==> config.mk <==
export PLATFORM = sky130hd
export DESIGN_NAME = mem_decode
export DESIGN_NICKNAME = d
export VERILOG_FILES = /design/src/wb_pkg.sv /design/src/mem_decode.sv
export SDC_FILE = /design/constraint.sdc
export NUM_CORES = 1
export LEC_CHECK = 0
export ABC_AREA = 1
export BUFFER_PORTS_ARGS = -buffer_cell sky130_fd_sc_hd__buf_2
export CORE_AREA = 4 4 41 43
export DETAILED_ROUTE_END_ITERATION = 8
export DIE_AREA = 0 0 45 47
export SYNTH_ARGS = -nofsm -noshare
export SYNTH_HDL_FRONTEND = slang
export SYNTH_SLANG_ARGS = --single-unit
==> constraint.sdc <==
create_clock -name vclk -period 0.8
set_input_delay 0.16 -clock vclk [all_inputs]
set_output_delay 0.16 -clock vclk [all_outputs]
set_load 0.005 [all_outputs]
==> src/wb_pkg.sv <==
package wb_pkg;

	// Lane geometry of the vector unit
	localparam int NUM_LANES = 4;
	localparam int LANE_W = 32;
	localparam int VECTOR_W = NUM_LANES * LANE_W;

	// Register index is {strand, register}
	localparam int REG_IDX_W = 7;
	localparam int STRAND_W = 2;

	// Writing this register means a branch
	localparam int PC_REG = 31;

	// Scalar word
	typedef logic [LANE_W - 1:0] word_t;

	// Full vector, lane 0 in the top bits
	typedef logic [VECTOR_W - 1:0] vector_t;

	// One write enable bit per lane
	typedef logic [NUM_LANES - 1:0] lane_mask_t;

	// Lane number
	typedef logic [$clog2(NUM_LANES) - 1:0] lane_idx_t;

	// Register file index
	typedef logic [REG_IDX_W - 1:0] reg_idx_t;

	// Memory operation code, instruction bits 28:25
	typedef logic [3:0] mem_op_t;

	// Hardware strand number
	typedef logic [STRAND_W - 1:0] strand_t;

	// All-zero word is a NOP and never counts as retired
	localparam word_t NOP_WORD = '0;

	// Top two instruction bits of the memory format
	localparam logic [1:0] MEM_FMT = 2'b10;

	// Scalar forms
	localparam mem_op_t MEM_B = 4'b0000;
	localparam mem_op_t MEM_BX = 4'b0001;
	localparam mem_op_t MEM_S = 4'b0010;
	localparam mem_op_t MEM_SX = 4'b0011;
	localparam mem_op_t MEM_L = 4'b0100;
	localparam mem_op_t MEM_SYNC = 4'b0101;
	localparam mem_op_t MEM_CONTROL_REG = 4'b0110;

	// Block forms, the unmasked one sits below bit 3
	localparam mem_op_t MEM_BLOCK = 4'b0111;
	localparam mem_op_t MEM_BLOCK_M = 4'b1000;
	localparam mem_op_t MEM_BLOCK_IM = 4'b1001;

	// Strided codes run up to the gather base,
	// gather codes from there to the top
	localparam mem_op_t MEM_STRIDED = 4'b1010;
	localparam mem_op_t MEM_SCGATH = 4'b1101;

	// Format, store flag and sync op in instruction bits 31:25
	localparam logic [6:0] SYNC_STORE_OP = {MEM_FMT, 1'b0, MEM_SYNC};

endpackage

==> src/mem_decode.sv <==
`timescale 1ns/10ps

module mem_decode(
	// From memory access stage
	input wb_pkg::word_t instruction,

	// Decoded fields
	output logic is_load,
	output wb_pkg::mem_op_t mem_op,
	output logic is_control_transfer,
	output logic is_sync_store,
	output logic is_nop
);

	logic is_mem_fmt;

	// Memory format is picked by the top two bits
	assign is_mem_fmt = instruction[31:30] == wb_pkg::MEM_FMT;

	// Bit 29 set means load, clear means store
	assign is_load = is_mem_fmt && instruction[29];

	// Operation code, only meaningful in memory format
	assign mem_op = instruction[28:25];

	// Control register transfer shares the load encoding
	// but its result does not come from the cache
	assign is_control_transfer = is_mem_fmt
		&& mem_op == wb_pkg::MEM_CONTROL_REG;

	// Sync store returns a success flag from the cache
	assign is_sync_store = instruction[31:25] == wb_pkg::SYNC_STORE_OP;

	// Bubble, not counted as retired
	assign is_nop = instruction == wb_pkg::NOP_WORD;

endmodule

[Yosys cells after proc, flatten, opt, wreduce, memory -nomap -nowiden]
Index checks and enable logic that the tools add are counted.
Word-level totals
  output and inout port bits: 8
  flip-flop bits (word level): 0
Operators by class
  equal/unequal tests: 3
  reduce and logical (&&, ||, !) cells: 3
Operators with widths (count)
  zero test 32 bit: 1
  == test 7 bit (second input constant): 1
  == test 4 x 3 -> 1 bit (second input constant): 1
  == test 2 bit (second input constant): 1
  logical AND 1 bit: 2

[Longest topological paths before layout]
  word-level depth: 2
  depth in mapped cells: 5
  gate-level depth less buffers: 5

[Worst setup path after synthesis]
No wires, ideal clock.
  path type: input to output
  start point: in instruction[26]
  end point: out is_nop
  cell stages on the path: 5
  arrival time: 0.544 ns
  setup slack: 0.096 ns
  buffers on the path: 0
  path through: nor2_1 -> nand2_1 -> nor2_1 -> nand2_1 -> nor2_1
Between the ends
  word-level cells in the longest chain between the ends: 1
RTL lines
  start, declared: RTL line mem_decode.sv:5  | input wb_pkg::word_t instruction,
  zero test 32 bit: RTL line mem_decode.sv:35  | assign is_nop = instruction == wb_pkg::NOP_WORD;
  end, declared: RTL line mem_decode.sv:12  | output logic is_nop
No other way between the ends.

[Worst setup path after layout]
  start point: in instruction[22]
  end point: out is_nop
The elaborated chain is that of the path after synthesis.

==> results.txt <==
Post-Route WL -> 888 um
commonest non-fill, non-tap cell in the layout -> buf_2
Core Rows -> 13
core area -> 0.00130 mm^2
Crit. Startpoint -> instruction[22]
pins over their slew limit -> 0
seq_cells -> 0
Max Clock Freq -> 1090 MHz
post-DP HPWL -> 743 um
Max-slew headroom -> 0.913
Synth cell types -> 7
final core utilization -> 0.453
RSZ-0062 raised after global routing -> true
Syn Std Cell Area -> 188 um^2
final setup TNS -> -219 ps
Port Buffers -> 40
area delta synth->final -> 214%
fin crit period -> 916 ps
layout cell share with drive strength beyond 1 -> 0.711
critical path arrival -> 760 ps
post-CTS setup buffers -> 0
Routed Antenna Nets -> 0
fin crit share -> 1.15
vias -> 403
IO Pins -> 40
Avg Cell Area, Syn -> 4.27 um^2
Final Hold Viols -> 0
most frequent cells in the layout -> 22 x buf_2, 16 x buf_6, 12 x nor2_1
status -> finished with violations
cells after synthesis -> 44
GRT Overall Usage -> 0.0755
Slew @ Worst Pin -> 130 ps
antenna cells -> 0
pwr/cell area -> 403 mW/mm^2
clock buf count -> 0
Critical Path Fanout Max -> 1
initial antenna violation count -> 0
initial drt markers -> 0
kind of critical path -> in2out
CP Capture Point -> is_nop
DRT Pass-1 Iters -> 1
hold_buf cts -> 0
Synth Net Count -> 76
Die Height -> 47 um
vias in the first global route -> 337
failing checks -> negative setup slack
DIE WIDTH -> 45 um
setup ws final -> -116 ps
Initial Util -> 0.144
crit end category -> output port
Reg area -> 0 um^2
Residual DRC -> 0
CP Data Required Time -> 640 ps
leakage power -> 0.000287 uW
Final Setup Violations -> 3
Peak VDD IR -> 120 uV
largest net degree at the start of global routing -> 4
fin nets -> 117
GPL Wtd Cong -> 0.622
Synth warnings -> 0
Startpoint Class -> input port
GRT Residual Overflow -> 0
HP Class -> in2out
die area -> 0.00212 mm^2
fillers -> 146
first-pass GRT wire length -> 1260 um
max cap viols -> 0
WL/cell -> 9.06 um
Via density -> 4.11
post-synthesis sequential area ratio -> 0
[layer usage]
metal	global-route usage	vias to the layer above	share of wire
met5	0	-	0
met4	0	0	0
met3	0.00383	0	0.13
met2	0.158	21	0.60
met1	0.0876	174	0.27
li1	-	208	-
[power breakdown]
part           switching, uW  total, uW  internal, uW
clock network              0          0             0
logic                   77.0        238           161
registers                  0          0             0
total                   77.0        238           161
[worst max-delay path, stage by stage]
cell,delay [ps]
buf_6,90
nor2_4,80
nand2_1,50
nor2_1,110
nand2_1,60
nor2_1,80
buf_2,110
[metrics by stage]
| step | hold WS [ps] | setup slack, ps | std cells | cell area (um^2) | power, uW |
|---|---|---|---|---|---|
| after global routing | 517 | -213 | 98 | 589 | 258 |
| after CTS | 505 | -117 | 98 | 494 | 192 |
| after global placement | 515 | -168 | 98 | 399 | 141 |
| final | 502 | -116 | 98 | 589 | 238 |
| after detailed placement | 518 | -149 | 98 | 399 | 143 |
| after floorplan | 354 | 95.5 | 44 | 188 | 49.1 |
[synth_stat cells, drive strengths merged]
cell	n	area [um^2]
nand2	10	37.5
nor3	2	10.0
inv	3	11.3
nand3b	1	7.51
nor2	23	86.3
nand3	1	5.00
buf	4	30.0
[cell families after synthesis]
family	Yosys count	synth area share
simple gates	37	0.780
buf+inv	7	0.220
[worst min-delay path by stage]
stage	start	to	slack (ps)	depth (start not counted)
2_1_floorplan	instruction[25]	is_control_transfer	350	1
3_3_place_gp	instruction[28]	mem_op[3]	510	2
3_5_place_dp	instruction[28]	mem_op[3]	520	2
4_1_cts	instruction[28]	mem_op[3]	500	2
5_1_grt	instruction[28]	mem_op[3]	520	2
6_report	instruction[28]	mem_op[3]	500	2
[what timing repair did]
action | 4_1_cts | 5_1_grt
resized for setup | 21 | 23
endpoints found under the setup margin | 3 | 3
pin swaps | 18 | 18
[cell type report]
cell class,instances,area (um^2),area share
timing repair buffer,43,350,0.594
multi-input combinational,37,206,0.350
tap,15,18.8,0.0318
inverter,3,13.8,0.0234
Note: power is estimated with default switching activity, not from simulation.
