### src/wb_pkg.sv
package wb_pkg;

	// Lane geometry of the vector unit
	localparam int NUM_LANES = 4;
	localparam int LANE_W = 32;
	localparam int VECTOR_W = NUM_LANES * LANE_W;

	// Register index is {strand, register}
	localparam int REG_IDX_W = 7;
	localparam int STRAND_W = 2;

	// Writing this register means a branch
	localparam int PC_REG = 31;

	// Scalar word
	typedef logic [LANE_W - 1:0] word_t;

	// Full vector, lane 0 in the top bits
	typedef logic [VECTOR_W - 1:0] vector_t;

	// One write enable bit per lane
	typedef logic [NUM_LANES - 1:0] lane_mask_t;

	// Lane number
	typedef logic [$clog2(NUM_LANES) - 1:0] lane_idx_t;

	// Register file index
	typedef logic [REG_IDX_W - 1:0] reg_idx_t;

	// Memory operation code, instruction bits 28:25
	typedef logic [3:0] mem_op_t;

	// Hardware strand number
	typedef logic [STRAND_W - 1:0] strand_t;

	// All-zero word is a NOP and never counts as retired
	localparam word_t NOP_WORD = '0;

	// Top two instruction bits of the memory format
	localparam logic [1:0] MEM_FMT = 2'b10;

	// Scalar forms
	localparam mem_op_t MEM_B = 4'b0000;
	localparam mem_op_t MEM_BX = 4'b0001;
	localparam mem_op_t MEM_S = 4'b0010;
	localparam mem_op_t MEM_SX = 4'b0011;
	localparam mem_op_t MEM_L = 4'b0100;
	localparam mem_op_t MEM_SYNC = 4'b0101;
	localparam mem_op_t MEM_CONTROL_REG = 4'b0110;

	// Block forms, the unmasked one sits below bit 3
	localparam mem_op_t MEM_BLOCK = 4'b0111;
	localparam mem_op_t MEM_BLOCK_M = 4'b1000;
	localparam mem_op_t MEM_BLOCK_IM = 4'b1001;

	// Strided codes run up to the gather base,
	// gather codes from there to the top
	localparam mem_op_t MEM_STRIDED = 4'b1010;
	localparam mem_op_t MEM_SCGATH = 4'b1101;

	// Format, store flag and sync op in instruction bits 31:25
	localparam logic [6:0] SYNC_STORE_OP = {MEM_FMT, 1'b0, MEM_SYNC};

endpackage

### src/writeback_stage.sv
`timescale 1ns/10ps

module writeback_stage(
	input logic clk,
	input logic reset,

	// From mem_decode
	input logic is_load,
	input wb_pkg::mem_op_t mem_op,
	input logic is_control_transfer,
	input logic is_sync_store,
	input logic is_nop,

	// From lane_align
	input wb_pkg::word_t aligned_value,
	input wb_pkg::vector_t swapped_line,

	// From memory access stage
	input wb_pkg::word_t pc,
	input wb_pkg::reg_idx_t writeback_reg,
	input logic enable_scalar_writeback,
	input logic enable_vector_writeback,
	input wb_pkg::lane_mask_t mask,
	input logic was_load,
	input logic was_io,
	input wb_pkg::word_t io_response,
	input logic alignment_fault,
	input wb_pkg::vector_t result,
	input wb_pkg::lane_idx_t reg_lane_select,
	input wb_pkg::strand_t strand,

	// From data cache
	input logic dcache_hit,
	input wb_pkg::vector_t dcache_data,
	input logic dcache_load_collision,
	input logic stbuf_rollback,

	// From control registers
	input wb_pkg::word_t exception_handler_address,

	// To register file
	output logic wb_enable_scalar,
	output logic wb_enable_vector,
	output wb_pkg::reg_idx_t wb_reg,
	output wb_pkg::vector_t wb_value,
	output wb_pkg::lane_mask_t wb_mask,

	// To rollback controller
	output logic rollback_request,
	output wb_pkg::word_t rollback_pc,
	output logic suspend_request,
	output logic retry,

	// To control registers
	output logic latch_fault,
	output wb_pkg::word_t fault_pc,
	output wb_pkg::strand_t fault_strand,

	// Performance event
	output logic instruction_retire
);

	logic cache_miss;
	logic pc_load;
	logic is_block;
	logic is_strided;
	logic is_gather;
	wb_pkg::vector_t value_nxt;
	wb_pkg::lane_mask_t mask_nxt;

	// Collision is reported apart from a plain miss
	assign cache_miss = !dcache_hit && was_load && !dcache_load_collision;

	// Scalar load into the PC register of any strand
	assign pc_load = enable_scalar_writeback && is_load
		&& writeback_reg[4:0] == 5'(wb_pkg::PC_REG);

	// Rollback causes, highest priority first
	always_comb
	begin
		rollback_request = 1'b0;
		rollback_pc = '0;
		suspend_request = 1'b0;
		retry = 1'b0;
		if (alignment_fault)
		begin
			// Off to the exception handler
			rollback_request = 1'b1;
			rollback_pc = exception_handler_address;
		end
		else if (was_io)
		begin
			// Device access, cache status means nothing here
		end
		else if (dcache_load_collision)
		begin
			// Line arrived a cycle late, reissue
			rollback_request = 1'b1;
			rollback_pc = pc - 32'd4;
			retry = 1'b1;
		end
		else if (cache_miss || stbuf_rollback)
		begin
			// Strand waits for the fill or the store buffer
			rollback_request = 1'b1;
			rollback_pc = pc - 32'd4;
			suspend_request = 1'b1;
		end
		else if (pc_load)
		begin
			// Checked after a miss, else the branch would use stale data
			rollback_request = 1'b1;
			rollback_pc = aligned_value;
		end
	end

	// Fault details captured with the faulting instruction
	assign latch_fault = alignment_fault;
	assign fault_pc = pc;
	assign fault_strand = strand;

	assign instruction_retire = !rollback_request && !is_nop;

	// Vector form classes
	assign is_block = mem_op inside {wb_pkg::MEM_BLOCK, wb_pkg::MEM_BLOCK_M,
		wb_pkg::MEM_BLOCK_IM};
	assign is_strided = mem_op inside {[wb_pkg::MEM_STRIDED : wb_pkg::MEM_SCGATH - 4'd1]};
	assign is_gather = mem_op >= wb_pkg::MEM_SCGATH;

	// Writeback value source
	always_comb
	begin
		value_nxt = result;
		mask_nxt = mask;
		if (is_sync_store)
		begin
			// Success flag comes back in the line
			value_nxt = dcache_data;
			mask_nxt = '1;
		end
		else if (is_load && !is_control_transfer)
		begin
			if (was_io)
			begin
				value_nxt = {wb_pkg::NUM_LANES{io_response}};
				mask_nxt = '1;
			end
			else if (is_block)
			begin
				value_nxt = swapped_line;
			end
			else if (is_strided || is_gather)
			begin
				// One lane per cycle, lane numbers count up from the mask LSB
				value_nxt = {wb_pkg::NUM_LANES{aligned_value}};
				mask_nxt = wb_pkg::lane_mask_t'(1 << reg_lane_select) & mask;
			end
			else
			begin
				// Scalar load
				value_nxt = {wb_pkg::NUM_LANES{aligned_value}};
				mask_nxt = '1;
			end
		end
	end

	// Register file write port, one cycle behind
	always_ff @(posedge clk, posedge reset)
	begin
		if (reset)
		begin
			wb_enable_scalar <= 1'b0;
			wb_enable_vector <= 1'b0;
			wb_reg <= '0;
			wb_value <= '0;
			wb_mask <= '0;
		end
		else
		begin
			// Rolled back instructions never commit
			wb_enable_scalar <= enable_scalar_writeback && !rollback_request;
			wb_enable_vector <= enable_vector_writeback && !rollback_request;
			wb_reg <= writeback_reg;
			wb_value <= value_nxt;
			wb_mask <= mask_nxt;
		end
	end

endmodule

### config.mk
export PLATFORM = sky130hd
export DESIGN_NAME = writeback_stage
export DESIGN_NICKNAME = d
export VERILOG_FILES = /design/src/wb_pkg.sv /design/src/writeback_stage.sv
export SDC_FILE = /design/constraint.sdc
export NUM_CORES = 1
export LEC_CHECK = 0
export BUFFER_PORTS_ARGS = -buffer_cell sky130_fd_sc_hd__buf_2
export CAP_MARGIN = 20
export CORE_AREA = 2 2 295 297
export CTS_BUF_LIST = sky130_fd_sc_hd__clkbuf_4
export DETAILED_ROUTE_END_ITERATION = 12
export DIE_AREA = 0 0 297 299
export PLACE_DENSITY = 0.34
export SLEW_MARGIN = 40
export SYNTH_ARGS = -nofsm -noshare
export SYNTH_HDL_FRONTEND = slang
export SYNTH_SLANG_ARGS = --single-unit
### constraint.sdc
create_clock -name clk -period 11.2 [get_ports clk]
set_clock_uncertainty 0.2 [all_clocks]
set_input_delay 1.12 -clock clk [delete_from_list [all_inputs] [get_ports clk]]
set_output_delay 1.12 -clock clk [all_outputs]
set_load 0.05 [all_outputs]
## Word-level counts from Yosys, hierarchy flattened

Cells that the tools add are included.

- Flip-flop bits (word level): 141
- Input port bits: 545
- Output and inout port bits: 212

- Add/sub/neg operators: 1
- Order comparisons: 3
- Equal/unequal tests: 4
- Shift operators: 1
- Muxes and demuxes: 26
- Bitwise gates (word level): 1
- Reductions and logical operators: 17

Operators by type and width:

| kind | number |
|---|---|
| 128-bit 2-to-1 mux | 4 |
| 32-bit 2-to-1 mux | 5 |
| 32-bit by 3-bit subtractor with 32-bit output, second input constant | 1 |
| 4-bit 2-to-1 mux | 5 |
| 1-bit 2-to-1 mux | 12 |
| 1-bit logical AND | 9 |
| 4-bit == test, second input constant | 2 |
| 4-bit >= comparator, second input constant | 2 |
| 5-bit == test, second input constant | 1 |
| 1-bit logical NOT | 5 |
| 4-bit AND | 1 |
| 4-bit by 3-bit == test with 1-bit output, second input constant | 1 |
| 4-bit less-or-equal comparator, second input constant | 1 |
| 1-bit by 2-bit << shifter with 4-bit output, first input constant | 1 |
| 3-bit nonzero test | 1 |
| 1-bit logical OR | 2 |

## Longest topological paths before layout

- Depth in word-level cells: 10
- Mapped depth: 7

## Least setup slack after synthesis

OpenSTA, ideal clock, no wires.

- Kind: input port to output port
- Start point: in dcache_load_collision
- End point: out rollback_pc[10]
- Arrival: 3.333 ns
- Required time: 9.880 ns
- Slack: 6.547 ns
- Stages: 5
- Cells stage by stage: or2_1 > nor4_1 > clkbuf_1 > a22oi_1 > o31ai_1

- Cells in the longest elaborated chain, start to end: 7

Ends and longest elaborated chain:

| what | RTL line | RTL |
|---|---|---|
| start, declared | writeback_stage.sv:35 | `input logic dcache_load_collision,` |
| 1-bit logical NOT | writeback_stage.sv:72 | `assign cache_miss = !dcache_hit && was_load && !dcache_load_collision;` |
| 1-bit logical AND | writeback_stage.sv:72 |  |
| 1-bit logical OR | writeback_stage.sv:102 | `else if (cache_miss \|\| stbuf_rollback)` |
| 32-bit 2-to-1 mux | writeback_stage.sv:102 |  |
| 32-bit 2-to-1 mux (*) | writeback_stage.sv:95 | `else if (dcache_load_collision)` |
| 32-bit 2-to-1 mux (*) | writeback_stage.sv:91 | `else if (was_io)` |
| 32-bit 2-to-1 mux (*) | writeback_stage.sv:85 | `if (alignment_fault)` |
| end, declared | writeback_stage.sv:50 | `output wb_pkg::word_t rollback_pc,` |

Every way passes the cells marked *; elsewhere a longest branch is shown, timed or not.

## Worst setup path in the final report

- Start point: in pc[2]
- End point: out rollback_pc[20]

- Cells in the longest elaborated chain, start to end: 5

Ends and longest elaborated chain:

| what | RTL line | RTL |
|---|---|---|
| start, declared | writeback_stage.sv:19 | `input wb_pkg::word_t pc,` |
| 32-bit by 3-bit subtractor with 32-bit output (*) | writeback_stage.sv:99, writeback_stage.sv:106 |  |
| 32-bit 2-to-1 mux | writeback_stage.sv:102 |  |
| 32-bit 2-to-1 mux (*) | writeback_stage.sv:95 |  |
| 32-bit 2-to-1 mux (*) | writeback_stage.sv:91 |  |
| 32-bit 2-to-1 mux (*) | writeback_stage.sv:85 |  |

Marked as above.

==> metrics.txt <==
outcome completed; TNS Setup 0 ns; DRT Pass-1 Iters 4; first-pass GRT wire length 85.5 mm; Final ANT Viol Nets 0; DRT iter0 DRCs roughly 600; cts repair resizes 0; CP Class in2out; largest net degree at the start of global routing 57; RSZ-0062 raised after global routing no; Max-slew headroom between 40% and 50%; Port Buffer Count around 750; root buffer selected by CTS clkbuf_4; predominant post-synthesis flop cell dfrtp_1; overall die area approximately 89000 um^2; share of flip-flops with an asynchronous set or reset 100%; H-tree lvl count 4; period utilisation layout 44.3%; vias in the first global route 11.0k; Total Routing Usage GR 13.8%; Commonest cells post-synth a21oi_1 (170), nand2_1 (148), dfrtp_1 (141); cell total after placement 2776; most frequent cell after synthesis a21oi_1; Fill cells 10.0k; Site Rows between 100 and 150; # nets final 2190; Lkg Pwr 5.95 nW; Area Overhead vs Synth 64.6%; Synth area leader dfrtp_1; Die Ht between 200 and 300 um; max_cap viols 0; crit path time final around 5 ns; top cell type's share of synthesized area about 44%; final std cells w/o fill 2818; Hold Crit Class in2async; ranking of synthesized cells by area dfrtp_1 (44%), a21oi_1 (11%), o22ai_1 (10%), nand2_1 (7.0%), a221oi_1 (3.5%); clock sinks 141; total number of vias 10.4k; worst path required time 9.88 ns; Cell Area, Synth 7970 um^2; syn_nets ~1.5k; Startpoint Class primary input; Ports ~760; Core Region 85900 um^2; WHS roughly 0.16 ns; Final setup viols 0; post-synth cell types 48; Starting Density 9.28%; CTS tree yes; # Post-CTS Setup Buffers 0; cts hold-fix bufs 0; peak supply drop about 0.064 mV; FF+latch count, synth 141; CP arrival 3.64 ns; GRT overflow 0; Post-synth EDFFs 0; final WL 63.7 mm; final slew viol count 0; syn avg cell area 8.39 um^2; Reg clk slew, reported paths 0.17 ns; WL per Instance 22.6 um; post-DP HPWL approximately 53 mm; Mapped Cells 950; Crit. End Element output pin; Worst-Margin Slew between 0.7 and 0.8 ns; post-synthesis sequential area ratio 44.2%; Longest Clk Path Bufs 2; # DRC 0; critical-path maximum fanout 6; initial antenna violation count 19; GPL Wtd Cong 0.977; YS warnings 0; max FFs per register about 130; Die Wd 297 um; share of cells above drive strength 1 49.5%; Max Freq approximately 200 MHz; Final Hold Fails 0; CTS buffer count 17; vias per cell 3.70; cell area power density 116 nW/um^2
## routing by layer
| metal | global-route usage (%) | share of wire [%] | vias to the layer above |
|---|---|---|---|
| met5 | 0 | 0.17 | - |
| met4 | 5.34 | 2.8 | 16 |
| met3 | 4.67 | 8.2 | 64 |
| met2 | 23.6 | 49 | 515 |
| met1 | 15.8 | 40 | 4992 |
| li1 | - | - | 4843 |
## critical path, stage by stage
cell,delay [ns]
buf_2,0.13
inv_1,0.08
ha_1,0.18
nor3b_2,0.51
nand4_1,0.63
nor3_1,0.37
xnor2_1,0.10
o21ai_1,0.21
buf_2,0.32
## area by class of cell
type	count	area [um^2]	share of cell area (%)
Clock buffer	18	135	1.03
Multi-Input combinational cell	676	3860	29.4
Timing Repair Buffer	770	3890	29.7
Tap cell	1155	1450	11.0
Clock inverter	14	97.6	0.743
Sequential cell	141	3530	26.9
Antenna cell	6	15.0	0.114
Inverter	38	150	1.14
## worst paths after layout
path                                   from  slack, ns         endpoint
max                                   pc[2]       6.24  rollback_pc[20]
min                                   reset       0.16     wb_value[80]
min in group clk           writeback_reg[6]       0.27        wb_reg[6]
max in group asynchronous             reset       9.50     wb_value[30]
## power by group
part | internal [mW] | switching, mW
clock network | 0.0895 | 0.244
registers | 0.554 | 0.0131
logic | 0.166 | 0.453
total | 0.809 | 0.710
## cell families (layout without fill, tap and decap cells)
family | count (synthesis) | count (layout) | share of synthesized area [%]
XOR/XNOR | 25 | 25 | 2.75
flip-flops | 141 | 141 | 44.2
other | 0 | 6 | 0
AND/OR/NAND/NOR | 252 | 252 | 15.1
AO/OA/AOI/OAI | 398 | 398 | 29.8
adder cells (fa/ha/maj) | 1 | 1 | 0.157
buffers and inverters | 133 | 840 | 7.92
## through the flow
step / utilization (%) / area (um^2) / setup WS [ns] / total power [mW]
global placement: 14.9 / 12800 / 6.05 / 1.20
CTS: 15.2 / 13100 / 6.17 / 1.56
global route: 15.3 / 13100 / 6.06 / 1.61
detailed placement: 15.0 / 12800 / 6.17 / 1.20
floorplan: - / 7970 / 6.10 / 0.936
finish: 15.3 / 13100 / 6.24 / 1.52
## layout by cell type, fill, tap and decap left out, types with 3 or more instances in the layout
| master | n |
|---|---|
| or3_1 | 3 |
| nand4_1 | 3 |
| nor2_1 | 23 |
| and2_1 | 3 |
| nand2_1 | 146 |
| clkinvlp_4 | 3 |
| diode_2 | 6 |
| clkinv_2 | 3 |
| a21oi_1 | 169 |
| nor3_1 | 5 |
| clkinv_4 | 4 |
| a221oi_1 | 32 |
| o21ai_1 | 26 |
| o21ai_0 | 4 |
| buf_4 | 14 |
| clkbuf_4 | 18 |
| a22oi_1 | 25 |
| nor4_1 | 8 |
| o31ai_1 | 3 |
| nand3_1 | 4 |
| xor2_1 | 6 |
| inv_6 | 3 |
| clkbuf_2 | 4 |
| o22ai_1 | 126 |
| xnor2_1 | 19 |
| nor4_2 | 4 |
| dfrtp_1 | 141 |
| nor2b_1 | 36 |
| buf_2 | 750 |
| inv_1 | 35 |
(Power assumes the default switching activity.)
